--- src/fm_settings.svh ---
`ifndef FM_SETTINGS_SVH
`define FM_SETTINGS_SVH

// Channels served by the slot sequencer, one slot per channel
`define FM_CHANNELS 4

// Phase accumulator width, MSB is the square-wave sign
`define FM_PHASE_W 16

// Busy time after a data write, in clock cycles
`define FM_BUSY_CYCLES 8

// Frames per timer B count
`define FM_TB_PRESCALE 16

`endif
--- src/fm_pkg.sv ---
package fm_pkg;

	// Per-channel register set
	typedef struct packed {
		logic [9:0] fnum;
		logic [2:0] block;
		logic [2:0] tl;
		logic [1:0] pan;
		logic       keyon;
	} chan_cfg_t;

	// Phase generator to operator
	typedef struct packed {
		logic       phase_msb;
		logic [2:0] tl;
		logic [1:0] pan;
		logic       keyon;
		logic       last;
	} op_in_t;

	// Operator to accumulator
	typedef struct packed {
		logic signed [8:0] value;
		logic [1:0]        pan;
		logic              last;
	} op_out_t;

	// Data byte of register 0x27
	typedef struct packed {
		logic [1:0] unused;
		logic       clr_b;
		logic       clr_a;
		logic       irq_en_b;
		logic       irq_en_a;
		logic       load_b;
		logic       load_a;
	} timer_ctrl_t;

	// Data byte of register 0x28
	typedef struct packed {
		logic [2:0] unused_hi;
		logic       keyon;
		logic [1:0] unused_lo;
		logic [1:0] ch;
	} key_cmd_t;

	// One data byte, read according to the latched address
	typedef union packed {
		logic [7:0]  raw;
		timer_ctrl_t tctrl;
		key_cmd_t    key;
	} reg_data_u;

	// Timer settings and command pulses
	typedef struct packed {
		logic [9:0]  value_a;
		logic [7:0]  value_b;
		timer_ctrl_t ctrl;
		logic        load_a_p;
		logic        load_b_p;
		logic        clr_a_p;
		logic        clr_b_p;
	} timer_cfg_t;

endpackage

--- src/fm_top.sv ---
`include "fm_settings.svh"

module fm_top
	import fm_pkg::*;
(
	input  logic               clk_int,
	input  logic               reset,
	input  logic               cs_n,
	input  logic               wr_n,
	input  logic               addr,
	input  logic [7:0]         din,
	output logic [7:0]         dout,
	output logic               irq_n,
	output logic signed [10:0] snd_left,
	output logic signed [10:0] snd_right,
	output logic               sample
);

	logic                            flag_a;
	logic                            flag_b;
	logic                            zero;
	logic [$clog2(`FM_CHANNELS)-1:0] slot;
	chan_cfg_t                       slot_cfg;
	timer_cfg_t                      tcfg;
	op_in_t                          op_in;
	op_out_t                         op_out;

	fm_mmr u_mmr (
		.clk_int  ( clk_int  ),
		.reset    ( reset    ),
		.cs_n     ( cs_n     ),
		.wr_n     ( wr_n     ),
		.addr     ( addr     ),
		.din      ( din      ),
		.flag_a   ( flag_a   ),
		.flag_b   ( flag_b   ),
		.dout     ( dout     ),
		.zero     ( zero     ),
		.slot     ( slot     ),
		.slot_cfg ( slot_cfg ),
		.tcfg     ( tcfg     )
	);

	// Timers step once per frame
	fm_timers u_timers (
		.clk_int ( clk_int ),
		.reset   ( reset   ),
		.zero    ( zero    ),
		.tcfg    ( tcfg    ),
		.flag_a  ( flag_a  ),
		.flag_b  ( flag_b  ),
		.irq_n   ( irq_n   )
	);

	fm_pg u_pg (
		.clk_int  ( clk_int  ),
		.reset    ( reset    ),
		.slot     ( slot     ),
		.slot_cfg ( slot_cfg ),
		.op_in    ( op_in    )
	);

	fm_op u_op (
		.clk_int ( clk_int ),
		.reset   ( reset   ),
		.op_in   ( op_in   ),
		.op_out  ( op_out  )
	);

	fm_acc u_acc (
		.clk_int   ( clk_int   ),
		.reset     ( reset     ),
		.op_out    ( op_out    ),
		.snd_left  ( snd_left  ),
		.snd_right ( snd_right ),
		.sample    ( sample    )
	);

endmodule

--- src/fm_acc.sv ---
module fm_acc
	import fm_pkg::*;
(
	input  logic               clk_int,
	input  logic               reset,
	input  op_out_t            op_out,
	output logic signed [10:0] snd_left,
	output logic signed [10:0] snd_right,
	output logic               sample
);

	logic signed [10:0] sum_l;
	logic signed [10:0] sum_r;
	logic signed [10:0] add_l;
	logic signed [10:0] add_r;
	logic signed [10:0] next_l;
	logic signed [10:0] next_r;

	// pan[1] enables left, pan[0] right
	assign add_l  = op_out.pan[1] ? {{2{op_out.value[8]}}, op_out.value} : '0;
	assign add_r  = op_out.pan[0] ? {{2{op_out.value[8]}}, op_out.value} : '0;
	assign next_l = sum_l + add_l;
	assign next_r = sum_r + add_r;

	always_ff @(posedge clk_int) begin
		if (reset) begin
			sum_l     <= '0;
			sum_r     <= '0;
			snd_left  <= '0;
			snd_right <= '0;
			sample    <= 1'b0;
		end else begin
			sample <= op_out.last;
			if (op_out.last) begin
				// Frame complete, publish and restart
				snd_left  <= next_l;
				snd_right <= next_r;
				sum_l     <= '0;
				sum_r     <= '0;
			end else begin
				sum_l <= next_l;
				sum_r <= next_r;
			end
		end
	end

endmodule

--- src/fm_op.sv ---
module fm_op
	import fm_pkg::*;
(
	input  logic    clk_int,
	input  logic    reset,
	input  op_in_t  op_in,
	output op_out_t op_out
);

	logic [8:0] mag;

	// 6 dB per tl step
	assign mag = {1'b0, 8'hff >> op_in.tl};

	always_ff @(posedge clk_int) begin
		if (reset) begin
			op_out <= '0;
		end else begin
			op_out.pan  <= op_in.pan;
			op_out.last <= op_in.last;
			if (!op_in.keyon) begin
				op_out.value <= '0;
			end else if (op_in.phase_msb) begin
				op_out.value <= -mag;
			end else begin
				op_out.value <= mag;
			end
		end
	end

endmodule

--- src/fm_pg.sv ---
`include "fm_settings.svh"

module fm_pg
	import fm_pkg::*;
(
	input  logic                            clk_int,
	input  logic                            reset,
	input  logic [$clog2(`FM_CHANNELS)-1:0] slot,
	input  chan_cfg_t                       slot_cfg,
	output op_in_t                          op_in
);

	localparam int SLOT_W = $clog2(`FM_CHANNELS);

	logic [`FM_PHASE_W-1:0] phase [`FM_CHANNELS];
	logic [`FM_PHASE_W+6:0] inc_full;
	logic [`FM_PHASE_W-1:0] next_phase;

	// Block acts as an octave shift on fnum
	assign inc_full   = {{(`FM_PHASE_W - 3){1'b0}}, slot_cfg.fnum} << slot_cfg.block;
	assign next_phase = phase[slot] + inc_full[`FM_PHASE_W-1:0];

	always_ff @(posedge clk_int) begin
		if (reset) begin
			for (int i = 0; i < `FM_CHANNELS; i++) begin
				phase[i] <= '0;
			end
			op_in <= '0;
		end else begin
			phase[slot]     <= next_phase;
			op_in.phase_msb <= next_phase[`FM_PHASE_W-1];
			op_in.tl        <= slot_cfg.tl;
			op_in.pan       <= slot_cfg.pan;
			op_in.keyon     <= slot_cfg.keyon;
			op_in.last      <= (slot == SLOT_W'(`FM_CHANNELS - 1));
		end
	end

endmodule

--- src/fm_timers.sv ---
`include "fm_settings.svh"

module fm_timers
	import fm_pkg::*;
(
	input  logic       clk_int,
	input  logic       reset,
	input  logic       zero,
	input  timer_cfg_t tcfg,
	output logic       flag_a,
	output logic       flag_b,
	output logic       irq_n
);

	localparam int PRE_W = $clog2(`FM_TB_PRESCALE);

	logic [9:0]       cnt_a;
	logic [7:0]       cnt_b;
	logic [PRE_W-1:0] pre_cnt;
	logic             tick_b;
	logic             ovf_a;
	logic             ovf_b;

	// Load bits in the control byte keep the timers running
	assign ovf_a  = zero && tcfg.ctrl.load_a && (cnt_a == 10'h3ff);
	assign tick_b = zero && (pre_cnt == PRE_W'(`FM_TB_PRESCALE - 1));
	assign ovf_b  = tick_b && tcfg.ctrl.load_b && (cnt_b == 8'hff);

	// Reload on a load command or on overflow
	always_ff @(posedge clk_int) begin
		if (reset) begin
			cnt_a <= '0;
		end else if (tcfg.load_a_p || ovf_a) begin
			cnt_a <= tcfg.value_a;
		end else if (zero && tcfg.ctrl.load_a) begin
			cnt_a <= cnt_a + 10'd1;
		end
	end

	// Frame prescaler for timer B restarts on load
	always_ff @(posedge clk_int) begin
		if (reset || tcfg.load_b_p) begin
			pre_cnt <= '0;
		end else if (zero) begin
			pre_cnt <= tick_b ? '0 : pre_cnt + 1'b1;
		end
	end

	always_ff @(posedge clk_int) begin
		if (reset) begin
			cnt_b <= '0;
		end else if (tcfg.load_b_p || ovf_b) begin
			cnt_b <= tcfg.value_b;
		end else if (tick_b && tcfg.ctrl.load_b) begin
			cnt_b <= cnt_b + 8'd1;
		end
	end

	// Clear wins over a coincident overflow
	always_ff @(posedge clk_int) begin
		if (reset) begin
			flag_a <= 1'b0;
			flag_b <= 1'b0;
		end else begin
			if (tcfg.clr_a_p) begin
				flag_a <= 1'b0;
			end else if (ovf_a && tcfg.ctrl.irq_en_a) begin
				flag_a <= 1'b1;
			end
			if (tcfg.clr_b_p) begin
				flag_b <= 1'b0;
			end else if (ovf_b && tcfg.ctrl.irq_en_b) begin
				flag_b <= 1'b1;
			end
		end
	end

	assign irq_n = !(flag_a || flag_b);

endmodule

--- src/fm_mmr.sv ---
`include "fm_settings.svh"

module fm_mmr
	import fm_pkg::*;
(
	input  logic                              clk_int,
	input  logic                              reset,
	input  logic                              cs_n,
	input  logic                              wr_n,
	input  logic                              addr,
	input  logic [7:0]                        din,
	input  logic                              flag_a,
	input  logic                              flag_b,
	output logic [7:0]                        dout,
	output logic                              zero,
	output logic [$clog2(`FM_CHANNELS)-1:0]   slot,
	output chan_cfg_t                         slot_cfg,
	output timer_cfg_t                        tcfg
);

	localparam int SLOT_W = $clog2(`FM_CHANNELS);
	localparam int BUSY_W = $clog2(`FM_BUSY_CYCLES + 1);

	reg_data_u         wdata;
	logic [7:0]        reg_addr;
	logic [BUSY_W-1:0] busy_cnt;
	logic              busy;
	logic              bus_wr;
	logic              addr_wr;
	logic              data_wr;
	logic              ctrl_wr;
	logic [SLOT_W-1:0] ch_sel;
	logic [SLOT_W-1:0] key_ch;
	chan_cfg_t         cfg [`FM_CHANNELS];
	logic [9:0]        value_a;
	logic [7:0]        value_b;
	timer_ctrl_t       ctrl_q;
	logic              load_a_p;
	logic              load_b_p;
	logic              clr_a_p;
	logic              clr_b_p;

	assign wdata   = reg_data_u'(din);
	assign bus_wr  = !cs_n && !wr_n;
	assign addr_wr = bus_wr && !addr;
	// Data writes during busy are dropped
	assign data_wr = bus_wr && addr && !busy;
	assign ctrl_wr = data_wr && (reg_addr == 8'h27);
	assign ch_sel  = SLOT_W'(reg_addr[1:0]);
	assign key_ch  = SLOT_W'(wdata.key.ch);
	assign busy    = (busy_cnt != '0);

	always_ff @(posedge clk_int) begin
		if (reset) begin
			reg_addr <= '0;
		end else if (addr_wr) begin
			reg_addr <= din;
		end
	end

	always_ff @(posedge clk_int) begin
		if (reset) begin
			busy_cnt <= '0;
		end else if (data_wr) begin
			busy_cnt <= BUSY_W'(`FM_BUSY_CYCLES);
		end else if (busy) begin
			busy_cnt <= busy_cnt - 1'b1;
		end
	end

	// Channel registers, 0x30..0x3B plus key command
	always_ff @(posedge clk_int) begin
		if (reset) begin
			for (int i = 0; i < `FM_CHANNELS; i++) begin
				cfg[i] <= '0;
			end
		end else if (data_wr) begin
			case (reg_addr[7:2])
				6'b001100: cfg[ch_sel].fnum[7:0] <= din;
				6'b001101: begin
					cfg[ch_sel].block     <= din[4:2];
					cfg[ch_sel].fnum[9:8] <= din[1:0];
				end
				6'b001110: begin
					cfg[ch_sel].pan <= din[7:6];
					cfg[ch_sel].tl  <= din[2:0];
				end
				default: ;
			endcase
			if (reg_addr == 8'h28) begin
				cfg[key_ch].keyon <= wdata.key.keyon;
			end
		end
	end

	// Timer reload values
	always_ff @(posedge clk_int) begin
		if (data_wr) begin
			case (reg_addr)
				8'h20: value_a[9:2] <= din;
				8'h21: value_a[1:0] <= din[1:0];
				8'h22: value_b <= din;
				default: ;
			endcase
		end
	end

	// Control byte and its one-cycle commands
	always_ff @(posedge clk_int) begin
		if (reset) begin
			ctrl_q   <= '0;
			load_a_p <= 1'b0;
			load_b_p <= 1'b0;
			clr_a_p  <= 1'b0;
			clr_b_p  <= 1'b0;
		end else begin
			load_a_p <= ctrl_wr && wdata.tctrl.load_a;
			load_b_p <= ctrl_wr && wdata.tctrl.load_b;
			clr_a_p  <= ctrl_wr && wdata.tctrl.clr_a;
			clr_b_p  <= ctrl_wr && wdata.tctrl.clr_b;
			if (ctrl_wr) begin
				ctrl_q <= wdata.tctrl;
			end
		end
	end

	assign tcfg.value_a  = value_a;
	assign tcfg.value_b  = value_b;
	assign tcfg.ctrl     = ctrl_q;
	assign tcfg.load_a_p = load_a_p;
	assign tcfg.load_b_p = load_b_p;
	assign tcfg.clr_a_p  = clr_a_p;
	assign tcfg.clr_b_p  = clr_b_p;

	// Round-robin slot sequencer
	always_ff @(posedge clk_int) begin
		if (reset) begin
			slot <= '0;
		end else if (slot == SLOT_W'(`FM_CHANNELS - 1)) begin
			slot <= '0;
		end else begin
			slot <= slot + 1'b1;
		end
	end

	assign zero     = (slot == '0);
	assign slot_cfg = cfg[slot];
	assign dout     = {busy, 5'b00000, flag_b, flag_a};

endmodule

--- config.mk ---
export PLATFORM = sky130hd
export DESIGN_NAME = fm_top
export DESIGN_NICKNAME = d
export VERILOG_FILES = /design/src/fm_pkg.sv /design/src/fm_top.sv /design/src/fm_acc.sv /design/src/fm_op.sv /design/src/fm_pg.sv /design/src/fm_timers.sv /design/src/fm_mmr.sv
export VERILOG_INCLUDE_DIRS = /design/src /design/src/src
export SDC_FILE = /design/constraint.sdc
export NUM_CORES = 1
export LEC_CHECK = 0
export ABC_AREA = 0
export BUFFER_PORTS_ARGS = -buffer_cell sky130_fd_sc_hd__buf_4
export CAP_MARGIN = 10
export CORE_ASPECT_RATIO = 0.5
export CORE_MARGIN = 1.5
export CORE_UTILIZATION = 45
export CTS_CLUSTER_SIZE = 8
export DETAILED_ROUTE_END_ITERATION = 8
export PLACE_DENSITY = 0.62
export SETUP_SLACK_MARGIN = 0.05
export SLEW_MARGIN = 20
export SYNTH_ARGS = -nofsm -noshare
export SYNTH_HDL_FRONTEND = slang
export SYNTH_SLANG_ARGS = --single-unit
--- constraint.sdc ---
create_clock -name clk_int -period 3.65 [get_ports clk_int]
set_input_delay 0.365 -clock clk_int [delete_from_list [all_inputs] [get_ports clk_int]]
set_output_delay 0.365 -clock clk_int [all_outputs]
set_load 0.005 [all_outputs]
==> impl_metrics.toml, run 1 <==
[timing]
worst_pin_slew_ns = 0.919
finalCritPeriodShare_pct = 100
max_slew_margin_pct = 38.6
max_freq_mhz = 273
fin_crit_ns = 3.67
tns_ns = -0.0233
hold_violations = 0
final-max-slew-violation-count = 0
setup_violations = 3
clock_skew_ns = 0.0142
hold_ws_ns = 0.0597
rsz0062_at_grt = "yes"
setup_slack_ns = -0.0164

[worst_setup_path]
rrSetupSlack_ns = -0.02
endpoint_kind = "register"
r2r_start = "u_mmr.slot[0]"
critPathMaxFanout = 6
crit_required_ns = 3.90
start_kind = "register"
criticalPathCategory = "register to register"
reg2reg_depth = 12
cp.arrival_ns = 3.92
r2r-end = "u_pg.phase[3][14]"

[route]
via_count = 9365
ant_nets = 0
drc = 0
drt_iter0_drc = 609
dr.pass1.iters = 5
wl_per_cell_um = 18.5
viasPerCell = 5.52
finalWirelength_um = 31400

[yosys]
synth_edf_count = 158
yosys.area_share.simple_pct = 17.3
ys_types = 83
synth_top_area_share_pct = 35.8
synth.ff_latch_count = 269
yosys_warnings = 0
synth-compound-area-share_pct = 9.89
synth_fa_ha_area_share_pct = 4.42
yosysMostFrequentCell = "edfxtp_1"
syn_area_mm2 = 0.0133
synthesis.instances = 1205
synth.area.top_cells = "edfxtp_1 36%, dfxtp_1 17%, mux4_2 5.9%"
yosys.area.top_type = "edfxtp_1"
avgSynthCellArea_um2 = 11.0
async_flop_share_pct = 0
ys.flop_type = "edfxtp_1"
synth_top_family_by_area = "simple AND/OR/NAND/NOR gates"
yosysSeqAreaShare_pct = 52.6
synthXorXnorAreaFrac_pct = 2.57
synth_mux_area_share_pct = 9.10
synth_commonest_cells = "158 x edfxtp_1, 150 x nor2_1, 111 x dfxtp_1"

[layout]
diodes = 0
nFillCells = 2564
drive_above_1_share_pct = 17.1
nets = 1336
syn_to_final_growth_pct = 16.3

[clock_tree]
cts_buffer_depth = 3
clock_sinks = 269
clk_latency_ns = 0.53
cts_tree = "done"
h-tree-depth = 2
cts_made_buffers = 39
ctsHoldBuffers = 0
cts-root-buf = "clkbuf_16"
path_clk_slew_ns = 0.06

[power]
power.share.clock_pct = 38.4
p_comb_share_pct = 20.6
p_total_mw = 8.70
switchingPower_mw = 2.42
seqPwrFrac_pct = 41.0
p_int_mw = 6.28
powerDensity_mw_per_mm2 = 565
swShare_pct = 27.8
power.leakage_nw = 5.90
ir_worst_vdd_v = 0.000322

[global_route]
grt_busiest_layer = "met2"
overflow = 0
globalRouteMet1Util_pct = 30.2
gr-usage-met3_pct = 4.01
grt_max_degree = 48
antenna_found_initial = 0
grt_usage_pct = 20.9
grt_pass1_wl_um = 50400
grt_pass1_vias = 9257
use_met2_pct = 32.1

[placed_design]
gp_congestion = 0.861
dp_hpwl_um = 21500
io_buffers = 39

[flow_run]
max_cap_viol_count = 0

[floorplan]
die_area_mm2 = 0.0305
core_region_area_mm2 = 0.0290
die_x_um = 246
rows = 44
start_util_pct = 45.8
io_pins = 45
die_h_um = 124

[hold_path]
hold_path_class = "primary input to register"
hp-start = "din[7]"
min_to = "u_mmr.value_b[7]"
whs_path_depth = 1

[run_status]
violations = "negative setup slack"
status = "finished with violations"
-- logic make-up after synthesis --
group           count (synthesis)
compound gates                195
fa+ha+maj                      45
flops                         269
other cells                     1
buf+inv                       123
mux                            76
simple gates                  458
xor+xnor                       38
-- sequential cells by signal, summed over array words and instances, names as in the netlist, 2 cells and up --
name,count
u_acc.snd_right,11
u_pg.phase,64
u_mmr.cfg,76
u_mmr.value_b,8
u_op.op_out,12
u_mmr.tcfg,4
u_timers.pre_cnt,4
u_mmr.value_a,10
u_mmr.busy_cnt,4
u_acc.snd_left,11
u_mmr.slot,2
u_pg.op_in,8
u_acc.sum_l,11
u_timers.cnt_a,10
u_timers.cnt_b,8
u_acc.sum_r,11
u_mmr.reg_addr,8
-- cell type report --
| class | count | area (um2) | share of cell area (%) |
|---|---|---|---|
| inverter | 57 | 214 | 1.39 |
| sequential | 269 | 6970 | 45.3 |
| tap | 391 | 489 | 3.18 |
| clock buffer | 65 | 1090 | 7.11 |
| multi-input combinational | 818 | 5900 | 38.3 |
| clock inverter | 3 | 30.0 | 0.195 |
| timing repair buffer | 93 | 706 | 4.58 |
-- power groups by stage --
| stage | clock network (mW) | registers [mW] | logic, mW |
|---|---|---|---|
| final | 3.34 | 3.57 | 1.79 |
| after global routing | 3.54 | 3.59 | 1.97 |
| after CTS | 3.40 | 3.57 | 1.67 |
| after detailed placement | 0 | 3.63 | 1.62 |
| after global placement | 0 | 3.62 | 1.57 |
| after floorplan | 0 | 3.58 | 1.19 |
-- critical path, cell delays in order (launching register included) --
cell and delay (ns):
dfxtp_4 0.39, buf_6 0.13, mux4_2 0.55, mux2i_2 0.20, o22a_1 0.21, nor2_2 0.04
ha_1 0.31, nor2b_4 0.14, o31a_4 0.30, o311a_4 0.33, a2111o_1 0.48, a21oi_4 0.24
nor3_2 0.06
-- placed cells by master (no fill, tap or decap), types with 6 or more instances in the layout --
cell and instances:
a211oi_1 14, a21o_1 9, a21oi_1 51, a31oi_1 8, and2_1 41, and3_1 9, and4_1 7, buf_4 91
clkbuf_1 25, clkbuf_16 40, dfxtp_1 109, edfxtp_1 158, ha_1 39, inv_1 56, mux2i_1 34, mux4_2 36
nand2_1 84, nand2b_1 10, nand3_1 22, nand4_1 6, nor2_1 149, nor2b_1 10, nor3_1 64, nor3_2 6
nor3b_1 11, o211ai_1 8, o21a_1 7, o21ai_0 29, o21ai_1 6, o31ai_1 10, or3_1 6, xnor2_1 18
xor2_1 17
-- worst max path at each step --
| stage | startpoint | endpoint | slack [ns] | cells after the start |
|---|---|---|---|---|
| 2_1_floorplan | u_mmr.slot[0] | u_pg.phase[3][14] | 0.05 | 15 |
| 3_3_place_gp | u_mmr.slot[0] | u_pg.phase[3][14] | 0.04 | 11 |
| 3_5_place_dp | u_mmr.slot[0] | u_pg.phase[3][14] | -0.06 | 12 |
| 4_1_cts | u_mmr.slot[0] | u_pg.phase[3][14] | 0.07 | 14 |
| 5_1_grt | u_mmr.slot[0] | u_pg.phase[3][14] | -0.12 | 13 |
| 6_report | u_mmr.slot[0] | u_pg.phase[3][14] | -0.02 | 12 |
-- stage by stage --
stage,instance area (um2),instances,setup slack [ns],utilization (%)
after floorplan,13300,1209,0.0542,-
after global placement,14100,1617,0.0364,48.6
after detailed placement,14100,1617,-0.0616,48.6
after CTS,15300,1691,0.0657,52.7
after global routing,15400,1696,-0.124,53.2
final,15400,1696,-0.0164,53.2
-- routing by layer --
layer	share of wire [%]	up-vias
met4	2.0	0
met1	48	4566
met2	45	223
met3	5.1	46
li1	-	4530
met5	0	-
-- timing repair --
action,CTS,global route
pin swaps,4,8
gates resized for setup,7,26
setup endpoints to repair,10,33
buffers inserted,5,5
gates cloned,1,0
Power figures use the tool's default switching activity.
==> run 2, diff against run 1 <==
--- a/config.mk
+++ b/config.mk
@@ -9,13 +9,12 @@
 export ABC_AREA = 0
 export BUFFER_PORTS_ARGS = -buffer_cell sky130_fd_sc_hd__buf_4
 export CAP_MARGIN = 10
-export CORE_ASPECT_RATIO = 0.5
+export CORE_ASPECT_RATIO = 0.6
 export CORE_MARGIN = 1.5
 export CORE_UTILIZATION = 45
 export CTS_CLUSTER_SIZE = 8
 export DETAILED_ROUTE_END_ITERATION = 8
 export PLACE_DENSITY = 0.62
-export SETUP_SLACK_MARGIN = 0.05
 export SLEW_MARGIN = 20
 export SYNTH_ARGS = -nofsm -noshare
 export SYNTH_HDL_FRONTEND = slang
==> impl_metrics.toml, run 2 (synthesized netlist as in run 1, its figures left out) <==
[timing]
clock_skew_ns = 0.0307
rsz0062_at_grt = "yes"
tns_ns = -0.000186
setup_violations = 1
final-max-slew-violation-count = 0
worst_pin_slew_ns = 0.995
hold_ws_ns = 0.0659
max_slew_margin_pct = 33.3
fin_crit_ns = 3.65
finalCritPeriodShare_pct = 100
setup_slack_ns = -0.000186
hold_violations = 0
max_freq_mhz = 274

[route]
drt_iter0_drc = 817
dr.pass1.iters = 5
drc = 0
ant_nets = 0
viasPerCell = 5.67
via_count = 9574
finalWirelength_um = 32600
wl_per_cell_um = 19.3

[run_status]
status = "finished with violations"
violations = "negative setup slack"

[global_route]
gr-usage-met3_pct = 5.27
antenna_found_initial = 2
grt_max_degree = 43
grt_pass1_wl_um = 51500
grt_pass1_vias = 9052
overflow = 0
grt_busiest_layer = "met1"
globalRouteMet1Util_pct = 34.5
use_met2_pct = 30.4
grt_usage_pct = 22.0

[placed_design]
placed_area_mm2 = 0.0141
gp_congestion = 0.881
place_ws_ns = -0.0406
io_buffers = 39
dp_hpwl_um = 22700

[power]
power.leakage_nw = 5.96
ir_worst_vdd_v = 0.000360
powerDensity_mw_per_mm2 = 566

[worst_setup_path]
endpoint_kind = "register"
criticalPathCategory = "register to register"
critPathMaxFanout = 7
start_kind = "register"
rrSetupSlack_ns = -0.0002
r2r-end = "u_pg.phase[2][14]"
crit_required_ns = 4.02
cp.arrival_ns = 4.02
r2r_start = "u_mmr.slot[0]"
reg2reg_depth = 11

[clock_tree]
cts_tree = "done"
cts_buffer_depth = 3
clock_sinks = 269
path_clk_slew_ns = 0.05
h-tree-depth = 2
clk_latency_ns = 0.54
cts_made_buffers = 39
cts-root-buf = "clkbuf_16"

[layout]
nets = 1349
nFillCells = 2568
top_regs = "u_mmr.cfg (76), u_pg.phase (64), u_op.op_out (12)"
multiInputGateArea_mm2 = 0.00586
largest_reg_flops = 76
ff_latch_area_mm2 = 0.00697
top_register = "u_mmr.cfg"
final_common_cell = "edfxtp_1"
drive_above_1_share_pct = 17.6
fin_area_mm2 = 0.0155
diodes = 0
syn_to_final_growth_pct = 16.7
layout_common_cells = "158 x edfxtp_1, 149 x nor2_1, 109 x dfxtp_1"

[floorplan]
die_x_um = 225
start_util_pct = 46.0
io_pins = 45
die_h_um = 136
die_area_mm2 = 0.0305
rows = 48
core_region_area_mm2 = 0.0288

[hold_path]
min_to = "u_mmr.value_b[7]"
hp-start = "din[7]"
whs_path_depth = 1
hold_path_class = "primary input to register"

[flow_run]
max_cap_viol_count = 0
[run 2: final cells by class]
| type | count | area share, % |
|---|---|---|
| tap | 375 | 3.04 |
| clock inverter | 1 | 0.130 |
| multi-input combinational | 818 | 37.9 |
| inverter | 57 | 1.38 |
| timing repair buffer | 106 | 5.22 |
| clock buffer | 62 | 7.21 |
| sequential | 269 | 45.1 |
[run 2: worst max-delay path by stage]
stage                             start                end  slack (ns)  cells after the start
after floorplan           u_mmr.slot[0]  u_pg.phase[3][13]        0.02                     15
final                     u_mmr.slot[0]  u_pg.phase[2][14]     -0.0002                     11
after global placement    u_mmr.slot[0]  u_pg.phase[2][15]       -0.01                     13
after CTS                 u_mmr.slot[0]  u_pg.phase[3][14]       0.002                     12
after global routing      u_mmr.slot[0]  u_pg.phase[2][14]       -0.08                     11
after detailed placement  u_mmr.slot[0]  u_pg.phase[2][15]       -0.04                     12
[run 2: timing repair]
item | CTS | global route
cloned | 1 | 0
setup buffers | 1 | 11
setup endpoints to repair | 8 | 32
hold endpoints to repair | 0 | 0
hold buffers | 0 | 0
pin swaps | 0 | 7
resized for setup | 2 | 25
[run 2: worst max-delay path, stage by stage (launching register included)]
cell	delay, ns
dfxtp_4	0.40
mux4_2	0.65
mux2i_2	0.20
o22a_1	0.25
nor2_2	0.15
ha_4	0.22
nor2b_4	0.12
o31a_4	0.30
o311a_4	0.33
a2111o_1	0.44
and3_4	0.23
nor3_1	0.17
[run 2: report_power, final]
| part | leakage (nW) | switching, mW | total (mW) | internal, mW |
|---|---|---|---|---|
| combinational | 2.89 | 1.00 | 1.79 | 0.790 |
| clock | 0.546 | 1.31 | 3.38 | 2.07 |
| sequential | 2.52 | 0.104 | 3.57 | 3.47 |
[run 2: layer usage]
metal,share of wire (%),vias up
met5,0,-
met4,1.1,0
met3,8.5,34
met2,40,356
met1,51,4629
li1,-,4555
[run 2: through the flow]
step	utilization [%]	instances	total power, mW
finish	53.6	1688	8.75
global route	53.6	1688	9.15
CTS	53.0	1677	8.68
detailed placement	49.0	1612	5.27
global placement	49.0	1612	5.24
floorplan	-	1209	4.76
==> run 3, diff against run 2 <==
--- a/config.mk
+++ b/config.mk
@@ -14,7 +14,6 @@
 export CORE_UTILIZATION = 45
 export CTS_CLUSTER_SIZE = 8
 export DETAILED_ROUTE_END_ITERATION = 8
-export PLACE_DENSITY = 0.62
 export SLEW_MARGIN = 20
 export SYNTH_ARGS = -nofsm -noshare
 export SYNTH_HDL_FRONTEND = slang
==> impl_metrics.toml, run 3 (synthesized netlist as in run 1, its figures left out) <==
[floorplan]
start_util_pct = 46.0
core_region_area_mm2 = 0.0288
io_pins = 45
die_x_um = 225
die_area_mm2 = 0.0305
die_h_um = 136
rows = 48

[layout]
fin_area_mm2 = 0.0154
multiInputGateArea_mm2 = 0.00586
layout_common_cells = "158 x edfxtp_1, 149 x nor2_1, 109 x dfxtp_1"
final_util_pct = 53.4
top_regs = "u_mmr.cfg (76), u_pg.phase (64), u_op.op_out (12)"
diodes = 0
syn_to_final_growth_pct = 16.1
top_register = "u_mmr.cfg"
ff_latch_area_mm2 = 0.00697
final_common_cell = "edfxtp_1"
drive_above_1_share_pct = 17.0
nFillCells = 2554
nets = 1341
largest_reg_flops = 76

[power]
p_comb_share_pct = 20.7
switchingPower_mw = 2.45
swShare_pct = 28.1
seqPwrFrac_pct = 41.0
power.share.clock_pct = 38.3
powerDensity_mw_per_mm2 = 567
ir_worst_vdd_v = 0.000340
p_int_mw = 6.27
power.leakage_nw = 5.92

[clock_tree]
path_clk_slew_ns = 0.06
h-tree-depth = 2
cts_made_buffers = 39
clk_latency_ns = 0.53
cts_tree = "done"
clock_sinks = 269
cts-root-buf = "clkbuf_16"
ctsHoldBuffers = 0
cts_buffer_depth = 3

[route]
finalWirelength_um = 33300
drt_iter0_drc = 823
via_count = 9486
drc = 0
wl_per_cell_um = 19.7
dr.pass1.iters = 5
ant_nets = 0
viasPerCell = 5.63

[timing]
max_freq_mhz = 270
clock_skew_ns = 0.0132
hold_violations = 0
max_slew_margin_pct = 31.4
hold_ws_ns = 0.0846
setup_slack_ns = -0.0605
worst_pin_slew_ns = 1.02
tns_ns = -0.172
setup_violations = 4
rsz0062_at_grt = "yes"
finalCritPeriodShare_pct = 102
final-max-slew-violation-count = 0
fin_crit_ns = 3.71

[global_route]
antenna_found_initial = 0
grt_pass1_wl_um = 52200
grt_max_degree = 56
overflow = 0
grt_usage_pct = 22.4
grt_pass1_vias = 9036

[run_status]
status = "finished with violations"
violations = "negative setup slack"

[flow_run]
max_cap_viol_count = 0

[hold_path]
hold_path_class = "primary input to register"

[placed_design]
gp_congestion = 0.907
dp_hpwl_um = 23500
placed_area_mm2 = 0.0141
io_buffers = 39

[worst_setup_path]
slowest_stage = "mux4_2"
endpoint_kind = "register"
criticalPathCategory = "register to register"
crit_required_ns = 3.91
cp_cell_sequence = "mux4_2 -> mux2i_4 -> o22a_1 -> nor2_1 -> ha_1 -> nor2b_4 -> o31a_4 -> o311a_4 -> a2111o_1 -> a21oi_4 -> nor3_1"
cp.arrival_ns = 3.97
start_kind = "register"
slowest_delay_ns = 0.67
critPathMaxFanout = 8
run 3: path summary, 6_finish.rpt:
kind / startpoint / end / slack, ns / cells after the start
setup / recovery: u_mmr.slot[0] / u_pg.phase[3][14] / -0.06 / 11
hold / removal: din[6] / u_mmr.value_b[6] / 0.08 / 1
setup reg to reg: u_mmr.slot[0] / u_pg.phase[3][14] / -0.06 / 11
hold reg to reg: u_mmr.clr_a_p / u_timers.flag_a / 0.39 / 1
run 3: layout make-up:
class                   count  area share [%]
flip-flops and latches    269            45.3
multi-input cells         817            38.1
clock buffers              65            7.11
repair buffers             99            4.88
well taps                 375            3.05
inverters                  57            1.39
clock inverters             3           0.195
run 3: worst max-delay path: cells and delay by family (launching register included):
family	cells	cell delay (ns)
AND/OR/NAND/NOR	3	0.33
multiplexers	2	0.92
AO/OA/AOI/OAI	5	1.54
adder cells (fa/ha/maj)	1	0.25
flip-flops	1	0.39
run 3: what timing repair did:
action                     CTS  global route
setup endpoints to repair    9            34
pin swaps                    1             4
buffers inserted             1             5
gates resized for setup      4            22
run 3: power by group through the flow:
stage                     Clock [mW]  Combinational [mW]  Sequential [mW]
after floorplan                    0                1.18             3.58
after global placement             0                1.65             3.63
after detailed placement           0                1.67             3.63
after CTS                       3.41                1.69             3.57
after global routing            3.54                1.97             3.59
final                           3.34                1.81             3.57
run 3: per-layer routing:
layer | up-vias | share of wire (%) | GRT usage (%)
li1 | 4530 | - | -
met2 | 318 | 39 | 30.3
met4 | 0 | 1.4 | 5.18
met3 | 34 | 8.5 | 5.25
met1 | 4604 | 51 | 35.6
met5 | - | 0 | 0
run 3: metrics by stage:
stage / instances / power [mW] / setup WS (ns)
after floorplan: 1209 / 4.76 / 0.0234
after global placement: 1611 / 5.28 / 0.000738
after detailed placement: 1611 / 5.30 / -0.0745
after CTS: 1680 / 8.67 / 0.00791
after global routing: 1685 / 9.11 / -0.132
final: 1685 / 8.72 / -0.0605
